**src/nebula_pkg.sv**
```systemverilog
/* Nebula fabric shared definitions */
package nebula_pkg;

    typedef logic [31:0] wb_addr_t;    // Byte address
    typedef logic [31:0] wb_data_t;
    typedef logic [3:0]  wb_sel_t;     // One bit per byte lane
    typedef logic [3:0]  team_idx_t;   // 0 means no team

    // Address map, one 1 MiB window per block
    localparam wb_addr_t WIN_MASK    = 32'hFFF0_0000;
    localparam wb_addr_t SRAM_BASE   = 32'h3000_0000;
    localparam wb_addr_t GPIO_BASE   = 32'h3010_0000;
    localparam wb_addr_t LA_BASE     = 32'h3020_0000;
    localparam wb_addr_t TEAM_BASE   = 32'h3030_0000;
    localparam wb_addr_t TEAM_STRIDE = 32'h0001_0000;  // 64 KiB per team

    // Decoder port order
    localparam int P_SRAM  = 0;
    localparam int P_GPIO  = 1;
    localparam int P_LA    = 2;
    localparam int P_TEAM0 = 3;    // Team t on port P_TEAM0 + t - 1

    localparam wb_data_t ERR_WORD = 32'hDEAD_BEEF;  // Unmapped read data

endpackage

```
**src/wb_decoder.sv**
```systemverilog
/* Wishbone address decoder */
`timescale 1ns/1ps

module wb_decoder #(
    parameter int NUM_TEAMS = 2
) (
    input  logic                                 wb_clk_i,
    input  logic                                 rst_i,
    // Granted manager
    input  logic                                 m_cyc_i, m_stb_i, m_we_i,
    input  nebula_pkg::wb_addr_t                 m_adr_i,
    input  nebula_pkg::wb_data_t                 m_dat_i,
    input  nebula_pkg::wb_sel_t                  m_sel_i,
    output logic                                 m_ack_o,
    output nebula_pkg::wb_data_t                 m_dat_o,
    // Slave ports
    output logic [NUM_TEAMS+2:0]                 p_cyc_o, p_stb_o,
    output logic                                 p_we_o,
    output nebula_pkg::wb_addr_t                 p_adr_o,
    output nebula_pkg::wb_data_t                 p_dat_o,
    output nebula_pkg::wb_sel_t                  p_sel_o,
    input  logic [NUM_TEAMS+2:0]                 p_ack_i,
    input  nebula_pkg::wb_data_t [NUM_TEAMS+2:0] p_dat_i
);
    import nebula_pkg::*;

    localparam int NP = NUM_TEAMS + 3;

    wb_addr_t      win;
    team_idx_t     team;
    logic [NP-1:0] hit;
    logic          unmapped;
    logic          err_ack_q;

    assign win  = m_adr_i & WIN_MASK;
    assign team = team_idx_t'((m_adr_i & ~WIN_MASK) / TEAM_STRIDE);  // adr[19:16]

    // Each window compared on its own
    always_comb begin
        hit = '0;
        hit[P_SRAM] = (win == SRAM_BASE);
        hit[P_GPIO] = (win == GPIO_BASE);
        hit[P_LA]   = (win == LA_BASE);
        for (int t = 1; t <= NUM_TEAMS; t++)
            hit[P_TEAM0 + t - 1] = (win == TEAM_BASE) && (int'(team) == t);
    end

    assign unmapped = (hit == '0);

    assign p_cyc_o = hit & {NP{m_cyc_i}};
    assign p_stb_o = hit & {NP{m_cyc_i & m_stb_i}};
    assign p_we_o  = m_we_i;
    assign p_adr_o = m_adr_i;
    assign p_dat_o = m_dat_i;
    assign p_sel_o = m_sel_i;

    // Error slave for holes in the map
    always_ff @(posedge wb_clk_i) begin
        if (rst_i)
            err_ack_q <= 1'b0;
        else
            err_ack_q <= m_cyc_i & m_stb_i & unmapped & ~err_ack_q;
    end

    assign m_ack_o = (|(p_ack_i & hit)) | err_ack_q;

    always_comb begin
        m_dat_o = ERR_WORD;
        for (int i = 0; i < NP; i++)
            if (hit[i])
                m_dat_o = p_dat_i[i];
    end

    a_cyc_onehot: assert property (@(posedge wb_clk_i) disable iff (rst_i)
        $onehot0(p_cyc_o));

endmodule

```
**config.mk**
```make
export PLATFORM = sky130hd
export DESIGN_NAME = wb_decoder
export DESIGN_NICKNAME = d
export VERILOG_FILES = /design/src/nebula_pkg.sv /design/src/wb_decoder.sv
export SDC_FILE = /design/constraint.sdc
export NUM_CORES = 1
export LEC_CHECK = 0
export BUFFER_PORTS_ARGS = -buffer_cell sky130_fd_sc_hd__buf_2
export CORE_AREA = 2 2 137 139
export CTS_CLUSTER_DIAMETER = 80
export CTS_CLUSTER_SIZE = 10
export DETAILED_ROUTE_END_ITERATION = 8
export DIE_AREA = 0 0 139 141
export HOLD_SLACK_MARGIN = 0.03
export MAX_ROUTING_LAYER = met4
export PLACE_DENSITY = 0.46
export SLEW_MARGIN = 20
export SYNTH_ARGS = -nofsm -noshare
export SYNTH_HDL_FRONTEND = slang
export SYNTH_SLANG_ARGS = --single-unit
```
**constraint.sdc**
```tcl
create_clock -name wb_clk_i -period 1.35 [get_ports wb_clk_i]
set_input_delay 0.135 -clock wb_clk_i [delete_from_list [all_inputs] [get_ports wb_clk_i]]
set_output_delay 0.135 -clock wb_clk_i [all_outputs]
set_load 0.005 [all_outputs]
```
==> results by group <==
Detailed routing
  – DR vias: 3281
  – Drt first pass iters: 4
  – Vias/cell: 4.13
  – WL per Instance: 16.6 um
  – Final wirelength: 13200 um
  – Initial DRC Count: 94
  – Drt drc: 0
  – Post-DRT Antenna Nets: 0

Placement
  – Dpl ws: -0.589 ns
  – Hpwl dp: 10200 um
  – I/O Buffers: 243
  – RD Place Congestion: 0.796

Worst setup path
  – Critical path startpoint: m_adr_i[27]
  – WP data arrival: 1.61 ns
  – Critical path startpoint category: input pin
  – RR Startpoint: err_ack_q
  – Crit path max fanout: 17
  – FF-to-FF setup slack: 0.72 ns
  – Crit path to: m_dat_o[6]
  – Crit end category: output port
  – FF-to-FF End: err_ack_q
  – Setup CP Type: in -> out
  – CP Data Required Time: ~1.2 ns
  – Worst r2r path cells: 1

Logic synthesis
  – Largest area contributor in the netlist: buf_4
  – Synth unique cells: 36
  – Post-synthesis cell count: 359
  – Ys async rst share: 0%
  – Number of synthesized flops with an enable pin: 0
  – Most frequent cell after synthesis: buf_4
  – Main synth FF type: dfxtp_1
  – Yosys top cell area share: 24.3%
  – Cell area after synthesis: 2160 sq um
  – Synth Net Count: 597
  – Yosys warning total: 0
  – Post-synthesis sequential area ratio: less than 1%
  – Synth area leaders: buf_4, o21ai_0, a21oi_1
  – Seq cells post-synth: 1
  – Syn_area_per_cell: 6.02 sq um
  – Post-synth top cells: buf_4, o21ai_0, a21oi_1

Outcome
  – Status: finished with violations
  – Failing checks: negative setup slack

Global route
  – Initial antenna violation count: 0
  – First-pass GRT wire length: approximately 19000 um
  – Number of global-route vias before repair: 3241
  – Pin count of the biggest net entering global routing: 34
  – Overflow left after global routing: 0
  – Total global-route track usage: 12.6%

Timing
  – Max Slew Vio Count: 0
  – Hold Fails Final Rpt: 0
  – Final-report setup violation count: between 40 and 50
  – Worst Max-Slew Pin Slew: 0.388 ns
  – Tmin final: around 1.7 ns
  – Clock Skew: 0 ns
  – Final Cycle Share: 129%
  – Relative slew margins: 74.1%
  – Final WS setup: -0.395 ns
  – FMAX: 0.573 GHz
  – Unrepaired setup endpoints after global routing: true

Layout
  – Top flop regs: err_ack_q x1
  – Area Overhead vs Synth: 90.4%
  – Nets: 799
  – Register name with the most flops: err_ack_q
  – Max FFs per register: 1
  – Number of fill cells in the layout: 2105
  – Fraction of layout instances using a drive strength above 1: between 60% and 70%
  – Fin util: 22.5%

Floorplanning
  – Die Ht: between 100 and 150 um
  – Starting Density: 11.8%
  – Chip Width: 139 um
  – Core box area: ~18000 sq um
  – # IOs: 350
  – Cell Rows: 50
  – DIE AREA: 19600 sq um

CTS
  – Clk Latency, worst-skew pair: 0 ns
  – Hold_buf cts: 0

Min path
  – Worst min path class: in -> out

Flow run
  – Max-cap violations: 0
## stage by stage
stage	setup TNS, ns	instances	instance area [sq um]	hold WS [ns]
finish	-12.58	794	4110	0.270
global placement	-18.77	782	3460	0.270
CTS	-13.15	791	3930	0.270
global route	-16.41	793	4110	0.270
floorplan	-0.884	359	2230	0.214
detailed placement	-19.67	782	3460	0.270
## worst max-delay path: stages
cell and delay [ns]:
buf_6 0.10, nor4_4 0.28, buf_4 0.17, nand2_4 0.05
or3_4 0.37, buf_12 0.18, nor2_2 0.13, a21oi_2 0.05
buf_2 0.13
## per-layer routing
metal	vias up	routed length (um)	GRT usage [%]
met5	-	0	-
met4	0	344	3.19
met3	34	739	1.56
met2	165	6110	20.7
met1	1482	5970	16.5
li1	1600	-	-
## worst min-delay path by stage
stage	startpoint	to	depth (start not counted)
after detailed placement	m_adr_i[3]	p_adr_o[3]	0
after floorplan	rst_i	err_ack_q	1
after CTS	m_adr_i[3]	p_adr_o[3]	0
after global routing	m_dat_i[31]	p_dat_o[31]	0
after global placement	m_adr_i[3]	p_adr_o[3]	0
final	m_dat_i[19]	p_dat_o[19]	0
## cell usage in the layout (no fill, tap or decap), types with 3 or more instances in the layout
cell      synthesis  routed
a211oi_1         26      24
a21oi_1          41      16
a21oi_2           0      20
a21oi_4           0       5
a221o_1           3       3
a22oi_2           0       7
buf_12            0      11
buf_2             7     236
buf_4            70      27
buf_6             5      23
inv_1             5       5
nand2_1          21       8
nand2_4           0      12
nand2b_1          4       3
nor2_1           38      25
nor2_2            8      18
nor2_4            0       3
nor2b_1          26      26
nor3_4            0       3
o21ai_0          47      34
o21ai_1           3      15
o221ai_1          4       4
o22ai_2           0       3
## final cells by class
class                           instances  area [sq um]  area share [%]
Inverter                                5          18.8           0.456
Antenna cell                            1          2.50          0.0608
Tap cell                              234           293            7.12
Sequential cell                         1          20.0           0.487
Timing Repair Buffer                  299          1910            46.3
Multi-Input combinational cell        254          1870            45.5
## kinds of logic (layout without fill, tap and decap cells)
family          count (synthesis)  in the layout  synth area share, %
mux                             1              1                0.464
buf+inv                       104            304                 32.4
other cells                     0              1                    0
flops                           1              1                0.927
simple gates                  115            115                 28.3
compound gates                138            138                 37.9
## timing repair
action	4_1_cts	5_1_grt
endpoints found under the hold margin	0	0
gates resized for setup	93	38
buffers inserted	7	2
pin swaps	41	15
setup endpoints to repair	44	44
cloned	3	0
