$ cat src/nebula_pkg.sv
/* Nebula fabric shared definitions */
package nebula_pkg;

    typedef logic [31:0] wb_addr_t;    // Byte address
    typedef logic [31:0] wb_data_t;
    typedef logic [3:0]  wb_sel_t;     // One bit per byte lane
    typedef logic [3:0]  team_idx_t;   // 0 means no team

    // Address map, one 1 MiB window per block
    localparam wb_addr_t WIN_MASK    = 32'hFFF0_0000;
    localparam wb_addr_t SRAM_BASE   = 32'h3000_0000;
    localparam wb_addr_t GPIO_BASE   = 32'h3010_0000;
    localparam wb_addr_t LA_BASE     = 32'h3020_0000;
    localparam wb_addr_t TEAM_BASE   = 32'h3030_0000;
    localparam wb_addr_t TEAM_STRIDE = 32'h0001_0000;  // 64 KiB per team

    // Decoder port order
    localparam int P_SRAM  = 0;
    localparam int P_GPIO  = 1;
    localparam int P_LA    = 2;
    localparam int P_TEAM0 = 3;    // Team t on port P_TEAM0 + t - 1

    localparam wb_data_t ERR_WORD = 32'hDEAD_BEEF;  // Unmapped read data

endpackage

$ cat src/wb_arbiter.sv
/* Two-manager Wishbone arbiter */
`timescale 1ns/1ps

module wb_arbiter (
    input  logic                 wb_clk_i,
    input  logic                 rst_i,
    // External manager
    input  logic                 m0_cyc_i, m0_stb_i, m0_we_i,
    input  nebula_pkg::wb_addr_t m0_adr_i,
    input  nebula_pkg::wb_data_t m0_dat_i,
    input  nebula_pkg::wb_sel_t  m0_sel_i,
    output logic                 m0_ack_o,
    output nebula_pkg::wb_data_t m0_dat_o,
    // Team 1 manager
    input  logic                 m1_cyc_i, m1_stb_i, m1_we_i,
    input  nebula_pkg::wb_addr_t m1_adr_i,
    input  nebula_pkg::wb_data_t m1_dat_i,
    input  nebula_pkg::wb_sel_t  m1_sel_i,
    output logic                 m1_ack_o,
    output nebula_pkg::wb_data_t m1_dat_o,
    // Shared bus toward the decoder
    output logic                 s_cyc_o, s_stb_o, s_we_o,
    output nebula_pkg::wb_addr_t s_adr_o,
    output nebula_pkg::wb_data_t s_dat_o,
    output nebula_pkg::wb_sel_t  s_sel_o,
    input  logic                 s_ack_i,
    input  nebula_pkg::wb_data_t s_dat_i
);

    typedef enum logic [1:0] {ARB_IDLE, ARB_GNT0, ARB_GNT1} arb_state_t;

    arb_state_t state_q;
    arb_state_t state_d;
    logic       gnt0;
    logic       gnt1;

    always_comb begin
        state_d = state_q;
        case (state_q)
            ARB_IDLE:
                if (m0_cyc_i)
                    state_d = ARB_GNT0;    // External port wins a tie
                else if (m1_cyc_i)
                    state_d = ARB_GNT1;
            ARB_GNT0:
                if (!m0_cyc_i)
                    state_d = m1_cyc_i ? ARB_GNT1 : ARB_IDLE;  // Hand over to a waiter
            ARB_GNT1:
                if (!m1_cyc_i)
                    state_d = m0_cyc_i ? ARB_GNT0 : ARB_IDLE;
            default: state_d = ARB_IDLE;
        endcase
    end

    always_ff @(posedge wb_clk_i) begin
        if (rst_i)
            state_q <= ARB_IDLE;
        else
            state_q <= state_d;
    end

    assign gnt0 = (state_q == ARB_GNT0);
    assign gnt1 = (state_q == ARB_GNT1);

    // Only the owner reaches the slaves, the other manager stalls
    assign s_cyc_o = (gnt0 & m0_cyc_i) | (gnt1 & m1_cyc_i);
    assign s_stb_o = (gnt0 & m0_stb_i) | (gnt1 & m1_stb_i);
    assign s_we_o  = gnt1 ? m1_we_i  : m0_we_i;
    assign s_adr_o = gnt1 ? m1_adr_i : m0_adr_i;
    assign s_dat_o = gnt1 ? m1_dat_i : m0_dat_i;
    assign s_sel_o = gnt1 ? m1_sel_i : m0_sel_i;

    assign m0_ack_o = gnt0 & s_ack_i;
    assign m1_ack_o = gnt1 & s_ack_i;
    assign m0_dat_o = s_dat_i;    // Qualified by ack
    assign m1_dat_o = s_dat_i;

    // Ack only returns to a manager whose cycle is still open
    a_ack_in_cycle: assert property (@(posedge wb_clk_i) disable iff (rst_i)
        !(m0_ack_o && !m0_cyc_i) && !(m1_ack_o && !m1_cyc_i));

endmodule

$ cat config.mk
export PLATFORM = sky130hd
export DESIGN_NAME = wb_arbiter
export DESIGN_NICKNAME = d
export VERILOG_FILES = /design/src/nebula_pkg.sv /design/src/wb_arbiter.sv
export SDC_FILE = /design/constraint.sdc
export NUM_CORES = 1
export LEC_CHECK = 0
export BUFFER_PORTS_ARGS = -buffer_cell sky130_fd_sc_hd__buf_2
export CORE_AREA = 2 2 122 124
export CTS_CLUSTER_SIZE = 12
export DETAILED_ROUTE_END_ITERATION = 10
export DIE_AREA = 0 0 124 126
export GPL_TIMING_DRIVEN = 0
export PLACE_DENSITY = 0.52
export SETUP_SLACK_MARGIN = 0.4
export SLEW_MARGIN = 20
export SYNTH_ARGS = -nofsm -noshare
export SYNTH_HDL_FRONTEND = slang
export SYNTH_SLANG_ARGS = --single-unit
$ cat constraint.sdc
create_clock -name wb_clk_i -period 2.45 [get_ports wb_clk_i]
set_input_delay 0.245 -clock wb_clk_i [delete_from_list [all_inputs] [get_ports wb_clk_i]]
set_output_delay 0.245 -clock wb_clk_i [all_outputs]
set_load 0.05 [all_outputs]
==> impl_metrics.tcl <==
set metrics [dict create \
    leakagePower_nw 1.90 \
    syn_area_mm2 0.00148 \
    worstPathArrival_ps 1700 \
    tns_ps 0 \
    cts_num_sinks 2 \
    rsz0062_at_grt "false" \
    wirelength_um 7760 \
    nets 618 \
    maxCapViolCount 0 \
    cts_setup_buffers 0 \
    drc 0 \
    grt_pass1_wl_um 9550 \
    setup_viol 0 \
    die_h_um 126 \
    core_mm2 0.0143 \
    final_layout_size_suffix_gt1_frac 0.968 \
    ctsResizeCount 0 \
    largest_reg_flops 2 \
    worstSetupEndpointType "output port" \
    min_period_ps 1940 \
    viasPerCell 3.39 \
    overflow 0 \
    ios 314 \
    crit_top_cell "buf_6" \
    final_common_cell "buf_2" \
    synth_nets 332 \
    grtUsageTotal 0.0824 \
    rows 44 \
    syn_inst 155 \
    cts_buffers 3 \
    grt_pass1_vias 1828 \
    max-slew-margin-rel 0.793 \
    worst-r2r-setup-slack_ps 1520 \
    max_freq_mhz 514 \
    largest-register "state_q" \
    largest_registers "state_q x2" \
    ys_seq_area_frac 0.0270 \
    holdBufCountCts 0 \
    place_area_mm2 0.00312 \
    vias 2115 \
    drt_iter0_markers 9 \
    layout_common_cells "283 x buf_2, 64 x buf_4, 59 x mux2_2" \
    yosysWarnings 0 \
    gp_congestion 0.709 \
    grt_max_degree 11 \
    insertion_delay_ps 220 \
    multi_input_area_um2 888 \
    cts_tree "yes" \
    clkTransAtPathRegs_ps 30 \
    crit_chain "nand2b_1, buf_6, buf_6, buf_12, mux2_4, buf_2" \
    crit_path_start_kind "flop" \
    crit_type "flop to output port" \
    nFillCells 1627 \
    antenna_found_initial 1 \
    synth_cell_types 16 \
    timing.final.hold_violations 0 \
    cp_top_family "buffers and inverters" \
    tightest_slew_ps 313 \
    drv_slew 0 \
    worstRegToRegCells 2 \
    worst_path_max_delay_cell "dfxtp_1" \
    holdCritPathClass "primary input to flop" \
    path_max_fanout 10 \
    clockBufferDepth 2 \
    dr.pass1.iters 2 \
    critPathBufInv 4 \
    place_hpwl_um 7220 \
    skew_ps 1.75 \
    peakVddDrop_v 0.000199 \
    critPathMaxStageDelay_ps 360 \
    area_growth_pct 116 \
    cp.required_ps 2200 \
    portBuffers 281 \
    final-seq-area_um2 40.0 \
    dieWidth_um 124 \
    die-area_mm2 0.0156 \
    hold_depth 3 \
    wl_per_cell_um 12.4 \
    syn_area_per_cell_um2 9.55 \
    power_density_mw_per_mm2 396 \
    ant_nets 0 \
    clockRootBuffer "clkbuf_16" \
    outcome "complete, no violations" \
    ys_ff_latch 2 \
    initial_core_util 0.103 \
    design_area_mm2 0.00320 \
    min_period_over_period 0.793 \
    r2r_end "state_q[1]" \
    r2r_start "state_q[1]" \
    whs_endpoint "state_q[1]" \
    cts_max_level 1 \
    min-delay-start "rst_i" \
]
[worst max path at each step]
| stage | start | end | slack [ps] | cells past startpoint |
|---|---|---|---|---|
| 5_1_grt | state_q[0] | s_dat_o[28] | 410 | 6 |
| 3_5_place_dp | state_q[0] | s_adr_o[15] | 670 | 5 |
| 4_1_cts | state_q[0] | s_adr_o[15] | 440 | 5 |
| 2_1_floorplan | state_q[0] | s_adr_o[10] | 990 | 4 |
| 6_report | state_q[0] | s_dat_o[28] | 510 | 6 |
| 3_3_place_gp | state_q[0] | s_adr_o[15] | 680 | 5 |
[power by group]
group	internal [mW]	switching [mW]	leakage, nW
registers	0.0346	0.00185	0.0165
clock network	0.208	0.0367	0.0370
logic	0.330	0.658	1.85
total	0.572	0.697	1.90
[synthesized netlist by cell type (all sizes together)]
master  count  share of area
a22o        2          0.012
and2        2         0.0085
and3        1         0.0042
buf        72           0.37
dfxtp       2          0.027
inv         1         0.0025
mux2       69           0.55
nand2b      1         0.0042
nor2        1         0.0025
nor2b       2         0.0085
o211a       1         0.0068
o21ai       1         0.0034
[logic make-up (layout without fill, tap and decap cells)]
logic type             Yosys count  after routing  share of synthesized area
AND/OR/NAND/NOR                  7              7                     0.0279
flip-flops                       2              2                     0.0271
multiplexers                    69             69                      0.550
other                            0              1                          0
buffers and inverters           73            357                      0.373
AO/OA/AOI/OAI                    4              4                     0.0220
[routing by layer]
| metal | share of wire | track usage | vias to the layer above |
|---|---|---|---|
| met1 | 0.34 | 0.0855 | 884 |
| met3 | 0.15 | 0.0226 | 4 |
| met5 | 0 | 0 | - |
| met2 | 0.50 | 0.157 | 186 |
| met4 | 0.017 | 0.0258 | 0 |
| li1 | - | - | 1041 |
[area by class of cell]
class | instances | area share
multi-input combinational | 80 | 0.277
buffer | 72 | 0.174
tap | 184 | 0.0719
sequential | 2 | 0.0125
inverter | 1 | 0.00117
timing repair buffer | 281 | 0.439
clock buffer | 3 | 0.0234
antenna | 1 | 0.000782
[metrics by stage]
stage / setup WS [ps] / power, mW / hold slack [ps] / std cells / util
2_1_floorplan: 992 / 0.772 / 391 / 155 / -
3_3_place_gp: 684 / 1.03 / 512 / 620 / 0.218
3_5_place_dp: 673 / 1.04 / 508 / 620 / 0.218
4_1_cts: 437 / 1.29 / 283 / 623 / 0.223
5_1_grt: 406 / 1.33 / 304 / 624 / 0.224
6_report: 506 / 1.27 / 289 / 624 / 0.224
[tightest hold or removal path, stage by stage]
cell	delay, ps
buf_2	80
inv_1	40
o211a_1	100
No activity file was read; power rests on OpenSTA's default activity.
