File: src/nebula_pkg.sv
/* Nebula fabric shared definitions */
package nebula_pkg;

    typedef logic [31:0] wb_addr_t;    // Byte address
    typedef logic [31:0] wb_data_t;
    typedef logic [3:0]  wb_sel_t;     // One bit per byte lane
    typedef logic [3:0]  team_idx_t;   // 0 means no team

    // Address map, one 1 MiB window per block
    localparam wb_addr_t WIN_MASK    = 32'hFFF0_0000;
    localparam wb_addr_t SRAM_BASE   = 32'h3000_0000;
    localparam wb_addr_t GPIO_BASE   = 32'h3010_0000;
    localparam wb_addr_t LA_BASE     = 32'h3020_0000;
    localparam wb_addr_t TEAM_BASE   = 32'h3030_0000;
    localparam wb_addr_t TEAM_STRIDE = 32'h0001_0000;  // 64 KiB per team

    // Decoder port order
    localparam int P_SRAM  = 0;
    localparam int P_GPIO  = 1;
    localparam int P_LA    = 2;
    localparam int P_TEAM0 = 3;    // Team t on port P_TEAM0 + t - 1

    localparam wb_data_t ERR_WORD = 32'hDEAD_BEEF;  // Unmapped read data

endpackage

File: src/team_sample.sv
/* Sample team project */
`timescale 1ns/1ps

module team_sample (
    input  logic                 wb_clk_i,
    input  logic                 rst_i,
    // Slave port
    input  logic                 wbs_cyc_i, wbs_stb_i, wbs_we_i,
    input  nebula_pkg::wb_addr_t wbs_adr_i,
    input  nebula_pkg::wb_data_t wbs_dat_i,
    input  nebula_pkg::wb_sel_t  wbs_sel_i,
    output logic                 wbs_ack_o,
    output nebula_pkg::wb_data_t wbs_dat_o,
    // Copy manager port
    output logic                 mst_cyc_o, mst_stb_o, mst_we_o,
    output nebula_pkg::wb_addr_t mst_adr_o,
    output nebula_pkg::wb_data_t mst_dat_o,
    output nebula_pkg::wb_sel_t  mst_sel_o,
    input  logic                 mst_ack_i,
    input  nebula_pkg::wb_data_t mst_dat_i,
    // Pads and logic analyzer
    input  logic [37:0]          gpio_in_i,
    output logic [37:0]          gpio_out_o,
    output logic [37:0]          gpio_oeb_o,
    input  logic [127:0]         la_in_i,
    output logic [127:0]         la_out_o
);
    import nebula_pkg::*;

    typedef enum logic {CP_IDLE, CP_WAIT_ACK} copy_state_t;

    copy_state_t state_q;
    wb_data_t    scratch_q;
    wb_data_t    copy_dat_q;
    logic [7:0]  copy_addr_q;
    logic [7:0]  copy_word_q;
    logic [15:0] reply_q;
    logic [1:0]  reg_idx;
    logic        acc;
    logic        busy;
    logic        start;

    assign reg_idx = wbs_adr_i[3:2];
    assign acc     = wbs_cyc_i & wbs_stb_i & ~wbs_ack_o;
    assign busy    = (state_q == CP_WAIT_ACK);
    assign start   = acc & wbs_we_i & (reg_idx == 2'd1) & wbs_sel_i[0] & wbs_dat_i[0] & ~busy;

    always_ff @(posedge wb_clk_i) begin
        if (rst_i) begin
            wbs_ack_o   <= 1'b0;
            scratch_q   <= '0;
            copy_addr_q <= '0;
        end else begin
            wbs_ack_o <= acc;
            if (acc && wbs_we_i && reg_idx == 2'd0)
                for (int b = 0; b < 4; b++)
                    if (wbs_sel_i[b])
                        scratch_q[8*b +: 8] <= wbs_dat_i[8*b +: 8];
            if (acc && wbs_we_i && reg_idx == 2'd2 && wbs_sel_i[0])
                copy_addr_q <= wbs_dat_i[7:0];
        end
    end

    always_ff @(posedge wb_clk_i) begin
        if (acc) begin
            case (reg_idx)
                2'd0: wbs_dat_o <= scratch_q;
                2'd1: wbs_dat_o <= {reply_q, la_in_i[7:0], 6'b0, busy, 1'b0};
                2'd2: wbs_dat_o <= {24'b0, copy_addr_q};
                default: wbs_dat_o <= gpio_in_i[31:0];
            endcase
        end
    end

    // Copy manager, one SRAM write per start
    always_ff @(posedge wb_clk_i) begin
        if (rst_i) begin
            state_q <= CP_IDLE;
            reply_q <= '0;
        end else begin
            case (state_q)
                CP_IDLE:
                    if (start)
                        state_q <= CP_WAIT_ACK;
                CP_WAIT_ACK:
                    if (mst_ack_i) begin
                        state_q <= CP_IDLE;
                        reply_q <= mst_dat_i[15:0];  // Previous SRAM word
                    end
                default: state_q <= CP_IDLE;
            endcase
        end
    end

    always_ff @(posedge wb_clk_i) begin
        if (start) begin
            copy_dat_q  <= scratch_q;
            copy_word_q <= copy_addr_q;
        end
    end

    assign mst_cyc_o = busy;
    assign mst_stb_o = busy;
    assign mst_we_o  = 1'b1;
    assign mst_adr_o = SRAM_BASE | {22'b0, copy_word_q, 2'b00};
    assign mst_dat_o = copy_dat_q;
    assign mst_sel_o = 4'hF;

    assign gpio_out_o = {30'b0, scratch_q[7:0]};
    assign gpio_oeb_o = {{30{1'b1}}, 8'h00};   // Only pins 7:0 driven
    assign la_out_o   = {4{scratch_q}};

    // Ack from the fabric only arrives while a copy is pending
    a_ack_while_busy: assert property (@(posedge wb_clk_i) disable iff (rst_i)
        mst_ack_i |-> busy);

endmodule

File: config.mk
export PLATFORM = sky130hd
export DESIGN_NAME = team_sample
export DESIGN_NICKNAME = d
export VERILOG_FILES = /design/src/nebula_pkg.sv /design/src/team_sample.sv
export SDC_FILE = /design/constraint.sdc
export NUM_CORES = 1
export LEC_CHECK = 0
export ABC_CLOCK_PERIOD_IN_PS = 2790
export BUFFER_PORTS_ARGS = -buffer_cell sky130_fd_sc_hd__buf_2
export CAP_MARGIN = 10
export CORE_AREA = 4 4 225 227
export CTS_CLUSTER_DIAMETER = 50
export DETAILED_ROUTE_END_ITERATION = 16
export DIE_AREA = 0 0 229 231
export GPL_TIMING_DRIVEN = 0
export SETUP_SLACK_MARGIN = 0.4
export SYNTH_ARGS = -nofsm -noshare
export SYNTH_HDL_FRONTEND = slang
export SYNTH_SLANG_ARGS = --single-unit
File: constraint.sdc
create_clock -name wb_clk_i -period 2.79 [get_ports wb_clk_i]
set_clock_uncertainty 0.1 [all_clocks]
set_input_delay 0.1395 -clock wb_clk_i [delete_from_list [all_inputs] [get_ports wb_clk_i]]
set_output_delay 0.1395 -clock wb_clk_i [all_outputs]
set_load 0.005 [all_outputs]
==> results.toml <==
[finish]
fillers = 5211
syn2layout_area_growth_pct = 63.2
drive_gt1_share_pct = 50.1
final_util_pct = 23.0
layout.nets = 1428
fin_cells = 1791
ff_latch_area_um2 = 3320
fin_area_um2 = 11200
multiInputGateArea_um2 = 2170

[synth]
yosys.area.top_type_share_pct = 31.6
synth_area_leader_cell = "edfxtp_1"
yosys.cell_types.count = 36
ys_ff_latch = 130
netlist_instances = 630
synth.area.top_cells = "edfxtp_1, buf_4, dfxtp_1"
ys_top_cells_by_count = "buf_4, edfxtp_1, dfxtp_1, nand2_1, mux2i_1"
yosysSeqAreaShare_pct = 48.5
yosysWarnings = 0
synth_edf_count = 72
synth_ff_type = "edfxtp_1"
async_reset_ff_share_pct = 0
yosysMostFrequentCell = "buf_4"
syn_area_um2 = 6850
syn_area_per_cell_um2 = 10.9

[worst_hold_path]
hp-class = "in -> reg"

[setup_path]
arrival_ns = 2.33
cp.required_ns = 2.85
rrSetupSlack_ns = 0.53
critPathMaxStageDelay_ns = 0.48
path_class = "reg -> reg"
start_kind = "flip-flop"
critPathCaptureType = "flip-flop"
critPathSlowestCell = "inv_2"
crit_chain = "and4b_4 > buf_6 > nand3_1 > inv_2 > buf_12"
critPathMaxFanout = 23

[clock_tree]
tritoncts_num_sinks = 130
clk_latency_ns = 0.47
cts_buffer_depth = 2
numCtsBuffers = 17
post_cts_buffers = 0
cts_tree = "yes"
cts_max_level = 4
clk_pin_slew_ns = 0.06
clockRootBuffer = "clkbuf_16"

[place]
portBuffers = 306
place_inst = 1655
dp_hpwl_um = 22300
place_congestion = 0.799
place_area_um2 = 9570

[grt]
grt_usage_pct = 10.7
grt-ovfl-total = 0
grt_pass1_wl_um = 40300
grt_pass1_vias = 6112
antenna_found_initial = 7
grt_max_degree = 24

[floorplanning]
io_pins = 580
core_um2 = 48600
dieArea_um2 = 52900
rows = 81
die_x_um = 229
die_h_um = 231
start_util_pct = 14.1

[detailed_routing]
wl_per_cell_um = 16.1
wl_um = 28900
viasPerCell = 3.36
num_vias = 6015
drt-initial-drc-count = 132
drc = 0
dr.pass1.iters = 5
ant_nets = 0

[run_status]
outcome = "finished, final reports clean"

[flow_run]
drv_cap = 0

[sta]
hold_violations = 0
period_share_pct = 81.1
rsz0062_at_grt = "false"
timing.fmax_ghz = 0.442
worst_pin_slew_ns = 1.04
max_slew_margin_pct = 30.8
maxSlewViolCount = 0
finalSetupViolCount = 0
fin_crit_ns = 2.26

[pwr]
switching_share_pct = 25.2
p_int_mw = 3.67
pwr-share-clk_pct = 46.0
combPwrFrac_pct = 12.1
power_frac_seq_pct = 42.0
ir_drop_uv = 412
powerDensity_nw_per_um2 = 439
p_leak_nw = 5.50
power_switching_mw = 1.23
stage by stage:
step	worst slack (ns)	setup TNS [ns]	power (mW)	hold WS, ns
after floorplan	0.561	0	2.37	0.175
after global placement	-0.971	-42.67	2.58	0.284
after detailed placement	0.516	0	2.58	0.286
after CTS	0.480	0	5.01	0.0781
after global routing	0.401	0	5.14	0.0963
final	0.526	0	4.91	0.127
metal layers:
layer  share of wire (%)  GRT usage (%)  routed length [um]
met1                  41           12.1               11800
met2                  48           18.0               13800
met3                 9.1           4.54                2630
met4                 2.1           4.03                 607
met5                0.24              0                  69
final timing paths:
path                                                   from                    endpoint  cells past startpoint
worst max register to register         wbs_ack_o$_SDFF_PP0_     mst_dat_o[27]$_DFFE_PP_                      5
worst min-delay path                           wbs_sel_i[3]  scratch_q[26]$_SDFFE_PP0P_                      4
worst min register to register  copy_addr_q[2]$_SDFFE_PP0P_    copy_word_q[2]$_DFFE_PP_                      0
worst max-delay path                   wbs_ack_o$_SDFF_PP0_     mst_dat_o[27]$_DFFE_PP_                      5
critical path, delay by kind of cell (launching register included):
family | cells | cell delay (ns)
buf+inv | 3 | 0.92
simple gates | 2 | 0.52
flops | 1 | 0.36
timing repair:
item                       in CTS  in global routing
hold endpoints to repair       90                  0
resized for setup               0                  1
hold buffers                  104                  0
setup endpoints to repair       0                  3
flip-flops by register name (all words and copies together) (netlist names):
register and cells:
copy_word_q 8, mst_dat_o 32, reply_q 16, wbs_ack_o 1
scratch_q 32, wbs_dat_o 32, mst_cyc_o 1, copy_addr_q 8
cells in the final DEF (no fill, tap or decap), types with 13 or more instances in the layout:
cell           instances
a21oi_1               25
buf_2                312
buf_4                202
clkbuf_16             17
conb_1                97
dfxtp_1               58
dlygate4sd3_1        104
edfxtp_1              72
mux2i_1               56
nand2_1               58
nand2b_1              44
o21ai_0               18
o21ai_1               13
power by group through the flow:
stage                     Combinational (mW)  Sequential (mW)  Clock, mW
after global placement                 0.474             2.10          0
after global routing                   0.651             2.06       2.42
after detailed placement               0.482             2.10          0
final                                  0.593             2.06       2.26
after CTS                              0.597             2.06       2.35
after floorplan                        0.271             2.10          0
area by class of cell:
cell class,instances,share of cell area [%]
clock inverters,13,1.24
multi-input cells,362,19.4
inverters,1,0.0336
well taps,622,6.96
flip-flops and latches,130,29.7
plain buffers,232,15.4
diodes,1,0.0224
clock buffers,18,3.84
repair buffers,412,23.4
cells by family after synthesis:
group                  Yosys count  share of synthesized area (%)
muxes                           64                           9.66
other                            2                          0.110
AOI/OAI and AO/OA               64                           5.11
and+or+nand+nor                137                           11.4
buffers and inverters          233                           25.2
DFF                            130                           48.5
Note: power is estimated with default switching activity, not from simulation.
