[src/nebula_pkg.sv]
/* Nebula fabric shared definitions */
package nebula_pkg;

    typedef logic [31:0] wb_addr_t;    // Byte address
    typedef logic [31:0] wb_data_t;
    typedef logic [3:0]  wb_sel_t;     // One bit per byte lane
    typedef logic [3:0]  team_idx_t;   // 0 means no team

    // Address map, one 1 MiB window per block
    localparam wb_addr_t WIN_MASK    = 32'hFFF0_0000;
    localparam wb_addr_t SRAM_BASE   = 32'h3000_0000;
    localparam wb_addr_t GPIO_BASE   = 32'h3010_0000;
    localparam wb_addr_t LA_BASE     = 32'h3020_0000;
    localparam wb_addr_t TEAM_BASE   = 32'h3030_0000;
    localparam wb_addr_t TEAM_STRIDE = 32'h0001_0000;  // 64 KiB per team

    // Decoder port order
    localparam int P_SRAM  = 0;
    localparam int P_GPIO  = 1;
    localparam int P_LA    = 2;
    localparam int P_TEAM0 = 3;    // Team t on port P_TEAM0 + t - 1

    localparam wb_data_t ERR_WORD = 32'hDEAD_BEEF;  // Unmapped read data

endpackage

[src/la_mux.sv]
/* Logic analyzer lane selector */
`timescale 1ns/1ps

module la_mux #(
    parameter int NUM_TEAMS = 2
) (
    input  logic                     wb_clk_i,
    input  logic                     rst_i,
    input  logic                     wbs_cyc_i, wbs_stb_i, wbs_we_i,
    input  nebula_pkg::wb_addr_t     wbs_adr_i,
    input  nebula_pkg::wb_data_t     wbs_dat_i,
    input  nebula_pkg::wb_sel_t      wbs_sel_i,
    output logic                     wbs_ack_o,
    output nebula_pkg::wb_data_t     wbs_dat_o,
    input  logic [NUM_TEAMS*128-1:0] designs_la_out_i,
    output logic [127:0]             la_data_out_o
);
    import nebula_pkg::*;

    team_idx_t  lane_sel_q [4];
    logic [1:0] lane;
    logic       acc;

    assign lane = wbs_adr_i[3:2];
    assign acc  = wbs_cyc_i & wbs_stb_i & ~wbs_ack_o;

    always_ff @(posedge wb_clk_i) begin
        if (rst_i) begin
            wbs_ack_o <= 1'b0;
            for (int k = 0; k < 4; k++)
                lane_sel_q[k] <= '0;
        end else begin
            wbs_ack_o <= acc;
            if (acc && wbs_we_i && wbs_sel_i[0])
                lane_sel_q[lane] <= team_idx_t'(wbs_dat_i[3:0]);
        end
    end

    always_ff @(posedge wb_clk_i) begin
        if (acc)
            wbs_dat_o <= wb_data_t'(lane_sel_q[lane]);
    end

    always_comb begin
        for (int k = 0; k < 4; k++) begin
            la_data_out_o[32*k +: 32] = '0;    // Lane idle without a valid team
            if (lane_sel_q[k] != '0 && int'(lane_sel_q[k]) <= NUM_TEAMS)
                la_data_out_o[32*k +: 32] =
                    designs_la_out_i[(int'(lane_sel_q[k]) - 1) * 128 + 32*k +: 32];
        end
    end

endmodule

[config.mk]
export PLATFORM = sky130hd
export DESIGN_NAME = la_mux
export DESIGN_NICKNAME = d
export VERILOG_FILES = /design/src/nebula_pkg.sv /design/src/la_mux.sv
export SDC_FILE = /design/constraint.sdc
export NUM_CORES = 1
export LEC_CHECK = 0
export CORE_AREA = 2 2 188 190
export CTS_CLUSTER_DIAMETER = 80
export CTS_CLUSTER_SIZE = 12
export DETAILED_ROUTE_END_ITERATION = 16
export DIE_AREA = 0 0 190 192
export DONT_BUFFER_PORTS = 1
export PLACE_DENSITY = 0.3
export SYNTH_ARGS = -nofsm -noshare
export SYNTH_HDL_FRONTEND = slang
export SYNTH_SLANG_ARGS = --single-unit
[constraint.sdc]
create_clock -name wb_clk_i -period 2.7 [get_ports wb_clk_i]
set_input_delay 0.675 -clock wb_clk_i [delete_from_list [all_inputs] [get_ports wb_clk_i]]
set_output_delay 0.675 -clock wb_clk_i [all_outputs]
set_load 0.05 [all_outputs]
==> results of run 1 <==
[cell type report]
cell class	count	share of cell area, %
clock buffers	4	0.8185
inverters	14	0.8315
multi-input cells	335	48.99
flip-flops and latches	21	6.444
well taps	455	5.911
repair buffers	191	37.00
[kinds of logic after synthesis]
family / share of synthesized area (%)
AO/OA/AOI/OAI: 0.6478
adder cells (fa/ha/maj): 3.239
buffers and inverters: 13.82
flip-flops: 13.39
multiplexers: 29.58
other: 0.08089
AND/OR/NAND/NOR: 39.24
[cells in the mapped netlist, drive strengths merged]
master   instances
or4b             4
o21bai           4
conb             1
nand4bb          2
edfxtp          20
mux4             4
inv             14
nand4            1
nor3            16
dfxtp            1
ha              12
nor4           128
nand3b           2
clkbuf          11
nor2b            4
buf             83
mux2i          128
nand4b           2
[worst paths after layout]
path,start,endpoint,slack (ns),cells after the start
worst min register to register,lane_sel_q[0][2],wbs_dat_o[2],0.69,1
worst max-delay path,lane_sel_q[1][0],la_data_out_o[35],-0.24,7
worst max register to register,wbs_ack_o,lane_sel_q[3][2],1.05,2
worst min-delay path,wbs_adr_i[2],wbs_dat_o[0],0.68,1
[state kept, by name, summed over array words and instances, names as in the netlist]
name / cells
wbs_dat_o: 4
lane_sel_q: 16
wbs_ack_o: 1
[layer usage]
layer,wire [um],track usage [%],up-vias
li1,-,-,1926
met1,6372,10.40,1936
met2,9993,17.76,225
met3,1533,2.521,10
met4,150,1.103,0
met5,0,0,-
[report_power, final]
group          internal [W]  switching, W  total [W]
Clock              0.000201      0.000111   0.000312
Combinational      0.000426      0.000699    0.00113
Sequential         0.000373     0.0000285   0.000401
Total               0.00100      0.000839    0.00184
[critical path, cell delays in order (launching register included)]
cell and delay [ns]:
edfxtp_1 0.46, inv_8 0.06, ha_4 0.25, or4b_4 0.55
buf_12 0.18, buf_16 0.14, nor4_4 0.20, buf_12 0.18
[through the flow]
step	hold WS, ns	total power (W)
3_3_place_gp	0.6951	0.001444
3_5_place_dp	0.6818	0.001462
6_report	0.6779	0.001840
4_1_cts	0.6746	0.001855
2_1_floorplan	0.6277	0.001241
5_1_grt	0.6778	0.001921
[cell usage in the layout (no fill, tap or decap), types with 5 or more instances in the layout]
master      n
mux2i_1   128
nor4_4    128
buf_6      10
conb_1     28
buf_12    149
inv_1       8
edfxtp_1   20
buf_16      8
ha_1        5
nor3_1     16
buf_4      21
ha_4        7
[what timing repair did]
item	CTS	global route
endpoints found under the setup margin	128	128
pin swaps	7	3
gates resized for setup	26	5
hold buffers	0	0
setup buffers	16	6
gates cloned	8	1
==> metrics, run 1 <==
Die ar. 0.03648 sq mm; nets@finish 907; critical path required time 2.03 ns; Hold Crit Class in -> reg; DP Wirelength 14850 um; MaxCap Viol Count 0; Routed Antenna Nets 0; Power Dens Cells 191.0 mW/mm^2; grt total ovfl 0; CTS tree done; post-synth top area share 30.50%; pre-CTS setup slack -0.1298 ns; CTS clk-pin slew, worst paths 0.06 ns; CTS root buf clkbuf_16; synthesized area per cell 10.61 sq um; maximum resistive drop on vdd 0.2228 mV; Rel. slew slack approximately 36%; critical path type reg -> out; cell taking the most area after synthesis nor4_2; Setup TNS -19.22 ns; layout cells sized above 1 61.42%; synthesized area 0.004636 sq mm; register area share after synthesis 13.39%; Multi-input gate area 0.004718 sq mm; placed insts between 900 and 1000; min Tclk post-route between 2 and 3 ns; Util after Layout 28.09%; DP Area 0.008959 sq mm; drt first pass iters 4; Slew Limit Fails 0; initial antenna violation count 0; failing checks setup timing; status finished, violations left; fmax 0.3396 GHz; Core Area 0.03429 sq mm; first-pass GRT wire length 26650 um; leak pwr 3.062 nW; DR vias/cell 4.017; synth warn 0; number of global-route vias before repair 4514; Die X 190 um; Port Buffers 0; Worst setup EP type primary output; Worst-Margin Slew roughly 0.95 ns; Via Count 4097; initial core utilization 13.52%; TritonCTS buffer count 3; Routed wire per std cell 17.70 um; Syn Inst Count 437; top post-synthesis cells by area nor4_2 30%, mux2i_1 28%, edfxtp_1 13%, buf_4 4.5%, buf_2 3.5%; distinct cell type count after synthesis 23; pin count of the biggest net entering global routing 34; GP Congestion 0.7226; DIE HEIGHT 192 um; Residual DRC 0; clock sinks 21; fin area a little under 0.01 sq mm; Rows 68; Area growth syn-to-layout 107.7%; register area about 620 sq um; Worst Setup Start Kind flip-flop; # setup viols final roughly 130; # diodes 0; filler instances 3464; Total GRT Usage under 10%; final-report hold violation count 0; Yosys reg bits 21; CP max FO 5; RSZ-0062 raised after global routing yes; H-tree depth reported by CTS 1; skew final 0.004958 ns; Boundary Pins 490; worst setup margin -0.2449 ns; Routed WL 18050 um; Worst-Skew Late Latency 0.25 ns; period utilization 109.1%; worst-case clock buffer depth 2; final std cells w/o fill 1020; data arrival time of the critical path roughly 2.3 ns; initial drt markers between 40 and 50
No activity file was read; power rests on OpenSTA's default activity.
==> run 2: changes to the inputs <==
==> constraint.sdc (replaced) <==
create_clock -name wb_clk_i -period 3.58 [get_ports wb_clk_i]
set_input_delay 0.895 -clock wb_clk_i [delete_from_list [all_inputs] [get_ports wb_clk_i]]
set_output_delay 0.895 -clock wb_clk_i [all_outputs]
set_load 0.05 [all_outputs]
==> metrics, run 2 (synthesized netlist as in run 1, its figures left out) <==
status complete, no violations (was finished, violations left); Via Count 3905 (was 4097); final-report hold violation count 0 (unchanged); Power Dens Cells 157.9 mW/mm^2 (was 191.0 mW/mm^2); Worst Setup Start Kind flip-flop (unchanged); most flop-heavy register lane_sel_q (unchanged); initial antenna violation count 0 (unchanged); fmax 0.2958 GHz; DP Wirelength 14690 um (was 14850 um); Die X 190 um (unchanged); PnR Total Power 0.001239 W (was 0.001840 W); initial core utilization 13.52% (unchanged); TritonCTS buffer count 3 (unchanged); H-tree depth reported by CTS 1 (unchanged); CTS tree done (unchanged); Rel. slew slack 37.90% (was 36.42%); skew final 0.002291 ns (was 0.004958 ns); placed insts 973 (was 986); worst hold stages 1 (unchanged); critical path type reg -> out (unchanged); grt total ovfl 0 (unchanged); Routed wire per std cell 17.29 um (was 17.70 um); drt first pass iters 4 (unchanged); first-pass GRT wire length 23600 um (was 26650 um); most frequent cells in the layout 128 x mux2i_1, 120 x nor4_4, 82 x buf_4 (was 149 x buf_12, 128 x mux2i_1, 128 x nor4_4); setup repair bufs after CTS 0 (was 16); Area growth syn-to-layout 69.23% (was 107.7%); Worst-Margin Slew 0.9315 ns (was 0.9538 ns); Hold Crit Class reg -> reg (was in -> reg); maximum resistive drop on vdd 0.1681 mV (was 0.2228 mV); worst-case clock buffer depth 2 (unchanged); Die ar. 0.03648 sq mm (unchanged); min Tclk post-route approximately 3.4 ns; initial drt markers 101 (was 47); CTS clk-pin slew, worst paths 0.06 ns (about the same); nets@finish 864 (was 907); pin count of the biggest net entering global routing 34 (unchanged); Routed Antenna Nets 0 (unchanged); RSZ-0062 raised after global routing no (was yes); DR vias/cell 3.997 (was 4.017); # diodes 0 (unchanged); number of global-route vias before repair 3964 (was 4514); Boundary Pins 490 (unchanged); Worst-Skew Late Latency 0.25 ns (about the same); Port Buffers 0 (unchanged); Routed WL 16890 um (was 18050 um); DIE HEIGHT 192 um (unchanged); Worst setup EP type primary output (unchanged); clock sinks 21 (unchanged); commonest non-fill, non-tap cell in the layout mux2i_1 (was buf_12); Slew Limit Fails 0 (unchanged); data arrival time of the critical path 2.49 ns (was 2.27 ns); post-CTS sizing 0 (was 26); CTS root buf clkbuf_16 (unchanged); CP max FO 32 (was 5); filler instances 3614 (was 3464); period utilization 94.42%; Largest regs lane_sel_q: 16 flops, wbs_dat_o: 4 flops, wbs_ack_o: 1 flops (unchanged); Rows 68 (unchanged); max reg flops 16 (unchanged); Residual DRC 0 (unchanged); FF-to-FF path depth 2 (unchanged); HP Start lane_sel_q[0][3] (was wbs_adr_i[2]); layout cells sized above 1 56.32% (was 61.42%); critical path startpoint lane_sel_q[2][1] (was lane_sel_q[1][0]); GP Congestion 0.7805 (was 0.7226); # setup viols final 0 (was 128); final std cells w/o fill 977 (was 1020); Core Area 0.03429 sq mm (unchanged); leak pwr 2.424 nW (was 3.062 nW); Total GRT Usage 8.344% (was 9.254%); critical path required time 2.68 ns (was 2.03 ns); MaxCap Viol Count 0 (unchanged); CTS Hold Bufs 0 (unchanged); RR Startpoint wbs_ack_o (unchanged)
run 2: worst max-delay path, cell delays in order (launching register included):
cell      delay, ns
edfxtp_1       0.41
inv_1          0.11
ha_1           0.19
or4b_4         0.89
nor4_4         0.40
buf_12         0.18
run 2: stage by stage:
stage | hold WS, ns | cell area (sq um) | util, % | TNS [ns] | setup slack, ns
after floorplan | 0.6271 | 5727 | - | -3.935 | -0.4920
after global placement | 0.6715 | 7765 | 22.65 | 0 | 0.4917
after detailed placement | 0.6831 | 7765 | 22.65 | 0 | 0.4487
after CTS | 0.6969 | 7845 | 22.88 | 0 | 0.1745
after global routing | 0.7113 | 7845 | 22.88 | 0 | 0.08040
final | 0.6845 | 7845 | 22.88 | 0 | 0.1997
run 2: cell type report:
class                           instances  area, sq um  share of cell area [%]
Timing Repair Buffer                  148         1937                   24.69
Clock buffer                            3        75.07                  0.9569
Tap cell                              455        569.3                   7.257
Inverter                               14        52.55                  0.6699
Clock inverter                          1        5.005                 0.06380
Sequential cell                        21        620.6                   7.911
Multi-Input combinational cell        335         4586                   58.45
run 2: worst paths after layout:
| check | endpoint | slack [ns] |
|---|---|---|
| setup / recovery | la_data_out_o[73] | 0.20 |
| hold / removal | wbs_dat_o[3] | 0.68 |
| setup reg to reg | lane_sel_q[0][3] | 1.55 |
| hold reg to reg | wbs_dat_o[3] | 0.68 |
run 2: metal layers:
metal	vias to the layer above	global-route usage (%)	wire length, um
met5	-	0	0
met2	242	17.28	9671
met1	1826	8.760	5723
li1	1833	-	-
met3	4	1.900	1444
met4	0	0.5665	55
run 2: report_power, final:
part / internal [W] / total (W) / leakage (nW) / switching, W
combinational: 0.000211 / 0.000702 / 2.17 / 0.000491
clock: 0.000150 / 0.000235 / 0.0409 / 0.0000849
sequential: 0.000281 / 0.000302 / 0.208 / 0.0000210
